## src/hw/gb_video_pkg.sv

```systemverilog
//####################
// video widths shared by the object layer
// coordinates are 8-bit LCD counters, tile area is 4 KiB per bank
//####################
`default_nettype none

package gb_video_pkg;

	// line or pixel counter, also a sprite x or y position
	typedef logic [7:0] coord_t;

	// one byte of video memory
	typedef logic [7:0] vram_byte_t;

	// tile number and row inside the tile, as produced by a slot
	typedef logic [10:0] tile_row_t;

	// tile-row index followed by the plane bit
	typedef logic [11:0] vram_addr_t;

	// sprite y is stored with 16 added, so y=0 is fully above the screen
	localparam int OBJ_Y_OFS = 16;

	// sprite x is stored with 8 added, so x=0 is fully left of the screen
	localparam int OBJ_X_OFS = 8;

endpackage

`default_nettype wire

```

## src/hw/sprite_pkg.sv

```systemverilog
//####################
// object attribute and sprite pixel layout
// at most 16 slots, the slot index is 4 bits wide
//####################
`default_nettype none

package sprite_pkg;

	// largest slot count the index field can carry
	localparam int MAX_SPRITES = 16;

	typedef logic [$clog2(MAX_SPRITES)-1:0] slot_idx_t;

	// which attribute byte of a slot is addressed
	typedef logic [1:0] oam_sel_t;

	localparam oam_sel_t OAM_Y = 2'd0;
	localparam oam_sel_t OAM_X = 2'd1;
	localparam oam_sel_t OAM_TILE = 2'd2;
	localparam oam_sel_t OAM_FLAGS = 2'd3;

	// 2-bit colour index, 0 is transparent
	typedef logic [1:0] color_idx_t;

	// colour-mode palette number
	typedef logic [2:0] gbc_pal_t;

	// flags byte, high bit first
	typedef struct packed {
		// 1: drawn behind background colours 1-3
		logic prio;
		logic y_flip;
		logic x_flip;
		// classic mode palette OBP0/OBP1
		logic pal_dmg;
		// colour mode only, selects video memory bank 1
		logic bank;
		gbc_pal_t pal_gbc;
	} obj_flags_t;

	// one sprite pixel as handed to the rest of the video unit
	typedef struct packed {
		logic active;
		logic pal_dmg;
		logic prio;
		color_idx_t color;
		gbc_pal_t pal_gbc;
		slot_idx_t slot;
	} sprite_pixel_t;

endpackage

`default_nettype wire

```

## src/hw/sprite_slot.sv

```systemverilog
//####################
// one fixed object entry, no OAM scan
// pixel is combinational, slot field is left zero
//####################
`default_nettype none
`timescale 1ns/100ps

module sprite_slot (
	input wire logic clk,
	input wire logic reset,
	input wire logic size16,
	input wire logic gbc_mode,
	input wire gb_video_pkg::coord_t v_cnt,
	input wire gb_video_pkg::coord_t h_cnt,
	input wire logic oam_wr,
	input wire sprite_pkg::oam_sel_t oam_sel,
	input wire gb_video_pkg::vram_byte_t oam_di,
	output gb_video_pkg::vram_byte_t oam_do,
	output gb_video_pkg::tile_row_t row_addr,
	input wire logic load_lo,
	input wire logic load_hi,
	input wire gb_video_pkg::vram_byte_t vram_data,
	input wire gb_video_pkg::vram_byte_t vram_data_1,
	output gb_video_pkg::coord_t x_pos,
	output logic on_line,
	output sprite_pkg::sprite_pixel_t pixel
);
	import gb_video_pkg::*;
	import sprite_pkg::*;

	coord_t y_pos;
	vram_byte_t tile;
	obj_flags_t flags;
	vram_byte_t plane_lo;
	vram_byte_t plane_hi;
	vram_byte_t bank_data;
	logic [4:0] height;
	logic [8:0] v_rel;
	logic [8:0] h_rel;
	logic [3:0] row;
	logic [2:0] col;
	logic h_hit;
	color_idx_t color;

	// attribute bytes, all zero after reset
	// y=0 keeps the sprite above the visible area
	always_ff @(posedge clk) begin
		if (reset) begin
			y_pos <= '0;
			x_pos <= '0;
			tile <= '0;
			flags <= '0;
		end else if (oam_wr) begin
			case (oam_sel)
				OAM_Y: y_pos <= oam_di;
				OAM_X: x_pos <= oam_di;
				OAM_TILE: tile <= oam_di;
				default: flags <= oam_di;
			endcase
		end
	end

	// cpu readback straight from the registers
	always_comb begin
		case (oam_sel)
			OAM_Y: oam_do = y_pos;
			OAM_X: oam_do = x_pos;
			OAM_TILE: oam_do = tile;
			default: oam_do = flags;
		endcase
	end

	assign height = size16 ? 5'd16 : 5'd8;

	// line inside the sprite, 9 bits so lines above the top wrap to large values
	assign v_rel = {1'b0, v_cnt} + 9'(OBJ_Y_OFS) - {1'b0, y_pos};
	assign on_line = (v_rel < 9'(height));

	// vertical mirror, low 3 bits are enough for 8-row sprites
	assign row = flags.y_flip ? ~v_rel[3:0] : v_rel[3:0];

	// tall sprites pair tiles, so the tile lsb is replaced by the row msb
	assign row_addr = size16 ? {tile[7:1], row} : {tile, row[2:0]};

	// bank 1 exists only in colour mode
	assign bank_data = (gbc_mode && flags.bank) ? vram_data_1 : vram_data;

	// plane bytes for the current line
	always_ff @(posedge clk) begin
		if (load_lo) begin
			plane_lo <= bank_data;
		end
		if (load_hi) begin
			plane_hi <= bank_data;
		end
	end

	// column inside the sprite, covered from x-8 to x-1
	assign h_rel = {1'b0, h_cnt} + 9'(OBJ_X_OFS) - {1'b0, x_pos};
	assign h_hit = (h_rel < 9'(OBJ_X_OFS));

	// bit 7 is the leftmost pixel unless mirrored
	assign col = flags.x_flip ? h_rel[2:0] : ~h_rel[2:0];
	assign color = {plane_hi[col], plane_lo[col]};

	always_comb begin
		pixel.active = on_line && h_hit && (color != 2'd0);
		pixel.pal_dmg = flags.pal_dmg;
		pixel.prio = flags.prio;
		pixel.color = color;
		pixel.pal_gbc = flags.pal_gbc;
		// filled in by the mixer
		pixel.slot = '0;
	end

endmodule

`default_nettype wire

```

## src/hw/sprite_fetch.sv

```systemverilog
//####################
// plane fetch for all slots after line_start, 2 cycles per slot
// memory must answer exactly one cycle after the address
//####################
`default_nettype none
`timescale 1ns/100ps

module sprite_fetch #(
	parameter int NUM_SPRITES = 10,
	localparam int CNT_W = $clog2(NUM_SPRITES + 1)
) (
	input wire logic clk,
	input wire logic reset,
	input wire logic line_start,
	input wire gb_video_pkg::tile_row_t [NUM_SPRITES-1:0] row_addrs,
	output gb_video_pkg::vram_addr_t vram_addr,
	output logic [NUM_SPRITES-1:0] load_lo,
	output logic [NUM_SPRITES-1:0] load_hi,
	output logic fetch_done
);

	typedef enum logic [1:0] {
		ST_IDLE,
		ST_FETCH,
		ST_DONE
	} state_t;

	state_t state;

	// slot counter runs one past the last slot for the final store cycle
	logic [CNT_W-1:0] slot;
	logic plane;
	logic issue;

	// copy of the address just issued, used when its data returns
	logic ld_valid;
	logic [CNT_W-1:0] ld_slot;
	logic ld_plane;

	assign issue = (state == ST_FETCH) && (slot != CNT_W'(NUM_SPRITES));

	always_ff @(posedge clk) begin
		if (reset) begin
			state <= ST_IDLE;
			slot <= '0;
			plane <= 1'b0;
		end else if (line_start) begin
			// also restarts a fetch already running
			state <= ST_FETCH;
			slot <= '0;
			plane <= 1'b0;
		end else begin
			case (state)
				ST_FETCH: begin
					if (slot == CNT_W'(NUM_SPRITES)) begin
						// last plane is stored on this edge
						state <= ST_DONE;
					end else begin
						plane <= ~plane;
						if (plane) begin
							slot <= slot + 1'b1;
						end
					end
				end
				default: begin
					// idle or done, wait for the next line
					state <= state;
				end
			endcase
		end
	end

	assign vram_addr = issue ? {row_addrs[slot], plane} : '0;

	// a restart drops the store of the address in flight
	always_ff @(posedge clk) begin
		if (reset) begin
			ld_valid <= 1'b0;
		end else begin
			ld_valid <= issue && !line_start;
		end
		ld_slot <= slot;
		ld_plane <= plane;
	end

	// one-hot strobe in the cycle the data is on the bus
	always_comb begin
		for (int i = 0; i < NUM_SPRITES; i++) begin
			load_lo[i] = ld_valid && !ld_plane && (ld_slot == CNT_W'(i));
			load_hi[i] = ld_valid && ld_plane && (ld_slot == CNT_W'(i));
		end
	end

	assign fetch_done = (state == ST_DONE);

endmodule

`default_nettype wire

```

## src/hw/sprite_mixer.sv

```systemverilog
//####################
// picks one sprite pixel per position, one cycle latency
// classic mode: lowest x wins, colour mode: lowest slot wins
//####################
`default_nettype none
`timescale 1ns/100ps

module sprite_mixer #(
	parameter int NUM_SPRITES = 10
) (
	input wire logic clk,
	input wire logic reset,
	input wire logic gbc_mode,
	input wire sprite_pkg::sprite_pixel_t [NUM_SPRITES-1:0] slot_pixels,
	input wire gb_video_pkg::coord_t [NUM_SPRITES-1:0] slot_x,
	input wire logic [NUM_SPRITES-1:0] slot_on_line,
	output sprite_pkg::sprite_pixel_t spr_pixel
);
	import gb_video_pkg::*;
	import sprite_pkg::*;

	// key of a sprite that is not on this line, lowest priority
	localparam coord_t KEY_NONE = 8'hff;

	coord_t [NUM_SPRITES-1:0] key;
	coord_t best_key;
	sprite_pixel_t best;

	// priority key per slot, smaller wins
	always_comb begin
		for (int i = 0; i < NUM_SPRITES; i++) begin
			if (gbc_mode) begin
				key[i] = coord_t'(i);
			end else if (slot_on_line[i]) begin
				key[i] = slot_x[i];
			end else begin
				key[i] = KEY_NONE;
			end
		end
	end

	// linear scan from slot 0
	// strict compare keeps the lower index on equal keys
	always_comb begin
		best = '0;
		best_key = KEY_NONE;
		for (int i = 0; i < NUM_SPRITES; i++) begin
			if (slot_pixels[i].active && (!best.active || (key[i] < best_key))) begin
				best = slot_pixels[i];
				best.slot = slot_idx_t'(i);
				best_key = key[i];
			end
		end
	end

	// all fields zero when nothing is active
	always_ff @(posedge clk) begin
		if (reset) begin
			spr_pixel <= '0;
		end else begin
			spr_pixel <= best;
		end
	end

endmodule

`default_nettype wire

```

## src/hw/sprite_engine.sv

```systemverilog
//####################
// object layer top, NUM_SPRITES from 1 to 16
// oam_addr is the slot index followed by the 2-bit byte select
//####################
`default_nettype none
`timescale 1ns/100ps

module sprite_engine #(
	parameter int NUM_SPRITES = 10,
	localparam int IDX_W = (NUM_SPRITES > 1) ? $clog2(NUM_SPRITES) : 1
) (
	input wire logic clk,
	input wire logic reset,
	input wire logic size16,
	input wire logic gbc_mode,
	input wire gb_video_pkg::coord_t v_cnt,
	input wire gb_video_pkg::coord_t h_cnt,
	input wire logic oam_wr,
	input wire logic [IDX_W+1:0] oam_addr,
	input wire gb_video_pkg::vram_byte_t oam_di,
	output gb_video_pkg::vram_byte_t oam_do,
	input wire logic line_start,
	output logic fetch_done,
	output gb_video_pkg::vram_addr_t vram_addr,
	input wire gb_video_pkg::vram_byte_t vram_data,
	input wire gb_video_pkg::vram_byte_t vram_data_1,
	output sprite_pkg::sprite_pixel_t spr_pixel
);
	import gb_video_pkg::*;
	import sprite_pkg::*;

	logic [IDX_W-1:0] oam_slot;
	oam_sel_t oam_sel;
	logic [NUM_SPRITES-1:0] slot_wr;
	vram_byte_t [NUM_SPRITES-1:0] slot_do;
	tile_row_t [NUM_SPRITES-1:0] row_addrs;
	logic [NUM_SPRITES-1:0] load_lo;
	logic [NUM_SPRITES-1:0] load_hi;
	coord_t [NUM_SPRITES-1:0] slot_x;
	logic [NUM_SPRITES-1:0] on_line;
	sprite_pixel_t [NUM_SPRITES-1:0] slot_pixels;

	assign {oam_slot, oam_sel} = oam_addr;

	// per-slot write enable and read mux
	// indices past the last slot read as zero and write nothing
	always_comb begin
		slot_wr = '0;
		oam_do = '0;
		for (int i = 0; i < NUM_SPRITES; i++) begin
			if (oam_slot == IDX_W'(i)) begin
				slot_wr[i] = oam_wr;
				oam_do = slot_do[i];
			end
		end
	end

	for (genvar i = 0; i < NUM_SPRITES; i++) begin : g_slot
		sprite_slot u_slot (
			.clk(clk),
			.reset(reset),
			.size16(size16),
			.gbc_mode(gbc_mode),
			.v_cnt(v_cnt),
			.h_cnt(h_cnt),
			.oam_wr(slot_wr[i]),
			.oam_sel(oam_sel),
			.oam_di(oam_di),
			.oam_do(slot_do[i]),
			.row_addr(row_addrs[i]),
			.load_lo(load_lo[i]),
			.load_hi(load_hi[i]),
			.vram_data(vram_data),
			.vram_data_1(vram_data_1),
			.x_pos(slot_x[i]),
			.on_line(on_line[i]),
			.pixel(slot_pixels[i])
		);
	end

	// walks the slots once per line
	sprite_fetch #(
		.NUM_SPRITES(NUM_SPRITES)
	) u_fetch (
		.clk(clk),
		.reset(reset),
		.line_start(line_start),
		.row_addrs(row_addrs),
		.vram_addr(vram_addr),
		.load_lo(load_lo),
		.load_hi(load_hi),
		.fetch_done(fetch_done)
	);

	sprite_mixer #(
		.NUM_SPRITES(NUM_SPRITES)
	) u_mixer (
		.clk(clk),
		.reset(reset),
		.gbc_mode(gbc_mode),
		.slot_pixels(slot_pixels),
		.slot_x(slot_x),
		.slot_on_line(on_line),
		.spr_pixel(spr_pixel)
	);

endmodule

`default_nettype wire

```

## config.mk

```make
export PLATFORM = sky130hd
export DESIGN_NAME = sprite_engine
export DESIGN_NICKNAME = d
export VERILOG_FILES = /design/src/hw/gb_video_pkg.sv /design/src/hw/sprite_pkg.sv /design/src/hw/sprite_slot.sv /design/src/hw/sprite_fetch.sv /design/src/hw/sprite_mixer.sv /design/src/hw/sprite_engine.sv
export SDC_FILE = /design/constraint.sdc
export NUM_CORES = 2
export LEC_CHECK = 0
export BUFFER_PORTS_ARGS = -buffer_cell sky130_fd_sc_hd__buf_2
export CORE_ASPECT_RATIO = 1.4
export CORE_MARGIN = 2
export CORE_UTILIZATION = 50
export CTS_CLUSTER_DIAMETER = 150
export CTS_CLUSTER_SIZE = 14
export DETAILED_ROUTE_END_ITERATION = 6
export PLACE_DENSITY = 0.71
export SLEW_MARGIN = 10
export SYNTH_ARGS = -nofsm -noshare
export SYNTH_HDL_FRONTEND = slang
export SYNTH_SLANG_ARGS = --single-unit
```

## constraint.sdc

```tcl
create_clock -name clk -period 42.9 [get_ports clk]
set_clock_uncertainty 0.2 [all_clocks]
set_input_delay 6.435 -clock clk [delete_from_list [all_inputs] [get_ports clk]]
set_output_delay 6.435 -clock clk [all_outputs]
set_load 0.005 [all_outputs]
```

Word level (Yosys, flattened, before mapping)
Cells that the tools add are included.

Logic and storage cells: 535. Output and inout bits: 33. Register bits after elaboration: 505.

$add $sub $neg: 23. Order comparisons: 40. Bitwise operators: 23. Mux-type cells: 156. Equality and inequality tests: 24. Reduce and logical (&&, ||, !) cells: 145.

Operators with widths (count): 8-bit 2-to-1 mux (49); 8-bit one-hot mux with 3 select lines (10); 9-bit by 8-bit subtractor with 9-bit output (20); 12-bit 2-to-1 mux (11); 9-bit by 4-bit < comparator with 1-bit output, second input constant (10); 9-bit by 5-bit < comparator with 1-bit output (10); 2-bit AND reduction (43); 4-bit 2-to-1 mux (20); 8-bit < comparator (9); 1-bit logical AND (63); 1-bit binary-select mux with 3-bit select (20); 11-bit binary-select mux with 4-bit select (1); 3-bit by 4-bit < comparator with 1-bit output, second input constant (10); 4-bit NOT (10); 1-bit 2-to-1 mux (33); 4-bit by 3-bit equality test with 1-bit output, second input constant (8); 3-bit 2-to-1 mux (10); 3-bit NOT (10); 2-bit nonzero test (12); 4-bit equality test, second input constant (5); 4-bit by 2-bit equality test with 1-bit output, second input constant (4); 1-bit zero test (11); 11-bit 2-to-1 mux (1); 8-bit by 4-bit adder with 9-bit output, second input constant (1); other kinds (15) (30).

Longest topological paths before layout
Depth in word-level cells: 45. Mapped depth: 119. Depth with buffers taken out: 112.

Cells and area by module
A second synthesis with hierarchy kept.

Cell total of the unflattened synthesis: 4491. Area total of the unflattened synthesis: 40875.5 um^2.

By module, submodules not included: sprite_slot at g_slot[5].u_slot ... (area each 3423.3 um^2, cells an instance 356, times used 5); sprite_slot at g_slot[0].u_slot ... (area each 3290.7 um^2, cells an instance 331, times used 5); sprite_mixer (area each 4580.6 um^2, cells an instance 719, times used 1); sprite_fetch (area each 1694.1 um^2, cells an instance 189, times used 1); sprite_engine (area each 1031.0 um^2, cells an instance 148, times used 1).

Least setup slack after synthesis
OpenSTA, ideal clock, no wires.

Kind: input -> register. Start point: input port v_cnt[0]. End point: register, netlist name u_mixer.spr_pixel[7]. Required time: 42.631 ns. Stages on the path: 114. Path buffers: 11. Data arrival time: 28.058 ns. Setup slack: 14.573 ns. Cell sequence: inv_1 -> ha_1 -> fa_1 -> nor2b_1 -> o21a_1 -> nor2_1 -> xnor2_1 -> ha_1 -> a21oi_1 -> o211ai_1 -> a2111oi_0 -> and4_1 -> clkbuf_1 -> nand3_1 -> a21oi_1 -> ha_1 -> a21oi_1 -> o21ai_0 -> [... 78 more ...] -> a21o_1 -> a21oi_1 -> nand4b_1 -> o31ai_4 -> buf_6 -> nor2_1 -> a21oi_1 -> ha_1 -> a21oi_1 -> nor2b_1 -> o21ai_0 -> nand2b_1 -> a2111oi_0 -> nand2_1 -> a21oi_1 -> inv_1 -> or4_1 -> o21ai_1.

Cells in the longest elaborated chain, start to end: 42.

Ends and longest elaborated chain: start: declaration (RTL line sprite_engine.sv:16) `input wire gb_video_pkg::coord_t v_cnt,`; 8-bit by 5-bit adder with 9-bit output (*) (RTL line sprite_slot.sv:76) `assign v_rel = {1'b0, v_cnt} + 9'(OBJ_Y_OFS) - {1'b0, y_pos};`; 9-bit by 8-bit subtractor with 9-bit output (RTL line sprite_slot.sv:76); 9-bit by 5-bit < comparator with 1-bit output (RTL line sprite_slot.sv:77) `assign on_line = (v_rel < 9'(height));`; 8-bit 2-to-1 mux or 1-bit logical AND (tied branches) (RTL line sprite_mixer.sv:34, sprite_slot.sv:107); 8-bit 2-to-1 mux or 1-bit logical AND (tied branches) (RTL line sprite_mixer.sv:32, sprite_slot.sv:107); 8-bit 2-to-1 mux or 12-bit 2-to-1 mux (tied branches) (RTL line sprite_mixer.sv:48) `if (slot_pixels[i].active && (!best.active || (key[i] < best_key))) begin`; 8-bit < comparator or 1-bit zero test (tied branches) (RTL line sprite_mixer.sv:48); 1-bit logical OR (RTL line sprite_mixer.sv:48); [... 26 more ...]; 8-bit < comparator or 1-bit zero test (tied branches) (RTL line sprite_mixer.sv:48); 1-bit logical OR (RTL line sprite_mixer.sv:48); 1-bit logical AND (RTL line sprite_mixer.sv:48); 8-bit 2-to-1 mux or 12-bit 2-to-1 mux (tied branches) (RTL line sprite_mixer.sv:48); 8-bit < comparator or 1-bit zero test (tied branches) (RTL line sprite_mixer.sv:48); 1-bit logical OR (RTL line sprite_mixer.sv:48); 1-bit logical AND (RTL line sprite_mixer.sv:48); 12-bit 2-to-1 mux (*) (RTL line sprite_mixer.sv:48).

Every way passes the cells marked *; elsewhere a longest branch is shown, timed or not. A chain may end at the register's enable or synchronous reset.

Worst setup path in the final report
Start point: input port v_cnt[1]. End point: register, netlist name u_mixer.spr_pixel[7].

Cells in the longest elaborated chain, start to end: 42.

Ends and longest elaborated chain (RTL line): 8-bit by 5-bit adder with 9-bit output (*) (sprite_slot.sv:76); 9-bit by 8-bit subtractor with 9-bit output (sprite_slot.sv:76); 9-bit by 5-bit < comparator with 1-bit output (sprite_slot.sv:77); 8-bit 2-to-1 mux or 1-bit logical AND (tied branches) (sprite_mixer.sv:34, sprite_slot.sv:107); 8-bit 2-to-1 mux or 1-bit logical AND (tied branches) (sprite_mixer.sv:32, sprite_slot.sv:107); 8-bit 2-to-1 mux or 12-bit 2-to-1 mux (tied branches) (sprite_mixer.sv:48); 8-bit < comparator or 1-bit zero test (tied branches) (sprite_mixer.sv:48); 1-bit logical OR (sprite_mixer.sv:48); [... 26 more ...]; 8-bit < comparator or 1-bit zero test (tied branches) (sprite_mixer.sv:48); 1-bit logical OR (sprite_mixer.sv:48); 1-bit logical AND (sprite_mixer.sv:48); 8-bit 2-to-1 mux or 12-bit 2-to-1 mux (tied branches) (sprite_mixer.sv:48); 8-bit < comparator or 1-bit zero test (tied branches) (sprite_mixer.sv:48); 1-bit logical OR (sprite_mixer.sv:48); 1-bit logical AND (sprite_mixer.sv:48); 12-bit 2-to-1 mux (*) (sprite_mixer.sv:48).

Marks and branches as above.

==> parameters.txt <==
Parameter                              Value

Yosys
  Fraction of registers with async set/reset    0
  Area of the mapped netlist    35,500 sq um
  Flop and latch count out of synthesis    505
  Warning count from the yosys run    0
  Synthesized net count    4,273
  Flip-flop cell with the highest count after synthesis    dfxtp_1
  Number of synthesized flops with an enable pin    160
  Post-synthesis sequential area ratio    0.330
  Number of standard cells after synthesis    3,971
  Mean area per synthesized cell    8.93 sq um
  Number of distinct library cells after synthesis    between 90 and 100
  Top-area cell type share of the netlist area    0.195
  Largest cells by area after synthesis    dfxtp_1 (19%), edfxtp_1 (14%), mux4_2 (8.8%)
  Largest area contributor in the synthesized netlist    dfxtp_1

Global routing
  Wire length of the first global-routing pass    184,000 microns
  Global-route total usage across every layer    0.332
  GR met2 Demand/Resource    0.545
  Most used routing layer in global routing    met2
  Pin count of the biggest net entering global routing    143
  Met1 Track Usage GR    0.391
  Number of global-route vias before repair    30,000
  Global-route met3 utilization    0.0575
  Number of antenna violations at the first check in global routing    0
  Residual overflow from global routing    0

CTS
  Total number of clock tree sinks    505
  Maximum level of the CTS H-tree    2
  CTS clk-pin slew, worst paths    70 ps
  TritonCTS clock tree    built
  Number of clock buffers inserted by TritonCTS    42
  Setup repair bufs after CTS    0
  Clock network latency to the later pin of the worst-skew pair    640 ps
  Maximum buffer depth of the clock tree    3
  CTS Hold Buffers Added    0
  Clk root buf    clkbuf_16
  Number of gates given a new drive strength after cts    0

Worst setup path
  Minimum setup slack among reg-to-reg paths    16,620 ps
  CP dominant cell by count    a21oi_1
  Stage delay of the slowest cell on the critical path    920 ps
  Startpoint kind of the worst setup timing path    input pin
  CP max stage cell    o31ai_4
  Kind of end point of the critical path    flip-flop
  Data arrival time of the worst path    32,490 ps
  Register-to-Register Path Depth    around 100
  Highest net fanout along the worst path    27
  Crit Path Class    in2reg
  Data required time of the worst path    43,240 ps

Die
  Effective utilization at floorplan    0.505
  Width of the die    229 microns
  Placeable core region    roughly 70,000 sq um
  Num ports    85
  Die Footprint    around 73,000 sq um
  Site Rows    115
  Vertical die dimension    roughly 320 microns

Drt
  First-pass iteration count of the detailed router    7
  Routed wire length    between 100,000 and 150,000 microns
  Average wire per standard cell    25.3 microns
  ANT nets after route    0
  Violation count after the first detailed-route iteration    approximately 3,100
  Vias    31,200
  Remaining DRCs    1
  Vias per inst    6.37

STA
  Final clock period utilization by the worst path    0.749
  Unrepaired setup endpoints after global routing    false
  Final Hold Violating Endpoints    0
  Minimum hold slack    roughly 280 ps
  Max-slew violation total from the final report    0
  Crit path setup slack, layout    around 11,000 ps
  Worst slew margin    0.210
  Shortest period the worst path allows    32,150 ps
  Fmax    31.1 MHz
  Number of setup violations in the final report    0
  Transition time at the pin with the least slew margin    1180 ps
  Total Negative Setup Slacks    0 ps

Layout
  Ratio of cells with drive above 1 in the final layout    0.122
  Leading cell types in the layout, fill and taps excluded    nand2_1 (541), a21oi_1 (433), dfxtp_1 (344)
  Net total in the final layout    4,245
  Non-Filler Instances    approximately 5,000
  Leading cell type in the layout, fill and taps excluded    nand2_1
  Layout overhead on the synthesized area    6.66%

Power and ir drop
  Leakage power figure    0.0135 uW
  Power density relative to cell area    27.3 nW/um^2
  Worst supply voltage drop on vdd    0.0241 mV

Min path
  Min-Delay Path Class    reg2reg
  Hold-critical path depth    2

Run status
  Failing checks    design-rule violations
  Outcome    finished, violations left

Placed design
  Post-Place Setup Slack    10,570 ps
  Placed insts    just under 5,000
  Final Wtd Congestion    1.04
  Count of input and output buffers    84
  Half-perimeter wire length after detailed placement    92,600 microns

Flow run
  Maxcap violations    0
## power breakdown
| group | total (uW) | internal [uW] | switching (uW) |
|---|---|---|---|
| sequential | 496 | 494 | 2.40 |
| clock | 367 | 180 | 187 |
| combinational | 170 | 61.4 | 108 |
## layout make-up
type | instances | area [sq um]
fillers | 6488 | 32400
repair buffers | 130 | 781
clock buffers | 53 | 1090
well taps | 936 | 1170
multi-input cells | 3014 | 22000
diodes | 2 | 5.00
flip-flops and latches | 505 | 11700
inverters | 250 | 938
clock inverters | 5 | 82.6
## per-layer routing
metal,share of wire,up-vias
met5,0,-
met4,0.084,0
met3,0.083,451
met2,0.47,1629
met1,0.37,14800
li1,-,14300
## path summary, 6_finish.rpt
check / start / endpoint
worst max-delay path: v_cnt[1] / u_mixer.spr_pixel[7]$_SDFF_PP0_
worst min-delay path: g_slot[3].u_slot.y_pos[6]$_SDFFE_PP0P_ / g_slot[3].u_slot.y_pos[6]$_SDFFE_PP0P_
worst max register to register: g_slot[0].u_slot.x_pos[0]$_SDFFE_PP0P_ / u_mixer.spr_pixel[7]$_SDFF_PP0_
worst min register to register: g_slot[3].u_slot.y_pos[6]$_SDFFE_PP0P_ / g_slot[3].u_slot.y_pos[6]$_SDFFE_PP0P_
## synthesized netlist by cell type (all sizes together), types with 8 or more instances
master,number
edfxtp,160
a21oi,433
a221oi,16
mux4,141
mux2i,120
o2111ai,10
or2,11
a211oi,20
nand2b,26
and2,31
o211ai,17
mux2,125
dfxtp,345
or3,18
and3,19
a22o,11
xor2,69
nor2,325
buf,46
nand4,26
clkbuf,156
a21boi,11
o22ai,27
a31oi,23
o21ai,226
xnor2,87
nand3,48
o21bai,12
fa,20
ha,230
a2111oi,14
nor4,22
a21o,90
nor3,49
inv,249
nand2,541
o21a,29
nor2b,32
a22oi,22
o31ai,8
## flip-flops by register name (all words and copies together), names as in the netlist, 2 cells and up
name and cells:
g_slot.u_slot.flags 30, u_fetch.slot 4, u_mixer.spr_pixel 12, g_slot.u_slot.pixel 50
g_slot.u_slot.tile 80, g_slot.u_slot.x_pos 80, u_fetch.state 2, u_fetch.ld_slot 4
g_slot.u_slot.y_pos 80, g_slot.u_slot.plane_hi 80, g_slot.u_slot.plane_lo 80
## worst max-delay path: cells and delay by family
kind	cells	cell delay [ps]
simple gates	27	6900
buf+inv	6	890
compound gates	59	13300
mux	3	1300
xor+xnor	1	130
fa+ha+maj	11	3470
## metrics by stage
| stage | power (uW) | instance area [sq um] | utilization |
|---|---|---|---|
| 2_1_floorplan | 622 | 35500 | - |
| 3_3_place_gp | 669 | 36600 | 0.522 |
| 3_5_place_dp | 672 | 36600 | 0.522 |
| 4_1_cts | 1030 | 37800 | 0.538 |
| 5_1_grt | 1060 | 37800 | 0.538 |
| 6_report | 1030 | 37800 | 0.539 |
## logic make-up (layout without fill, tap and decap cells)
| group | after synthesis | in the layout | synth area share |
|---|---|---|---|
| adder cells (fa/ha/maj) | 252 | 252 | 0.0931 |
| other | 0 | 2 | 0 |
| multiplexers | 386 | 386 | 0.163 |
| flip-flops | 505 | 505 | 0.330 |
| buffers and inverters | 452 | 438 | 0.0494 |
| AO/OA/AOI/OAI | 1037 | 1037 | 0.179 |
| XOR/XNOR | 156 | 156 | 0.0387 |
| AND/OR/NAND/NOR | 1183 | 1183 | 0.146 |
Note: power is estimated with default switching activity, not from simulation.
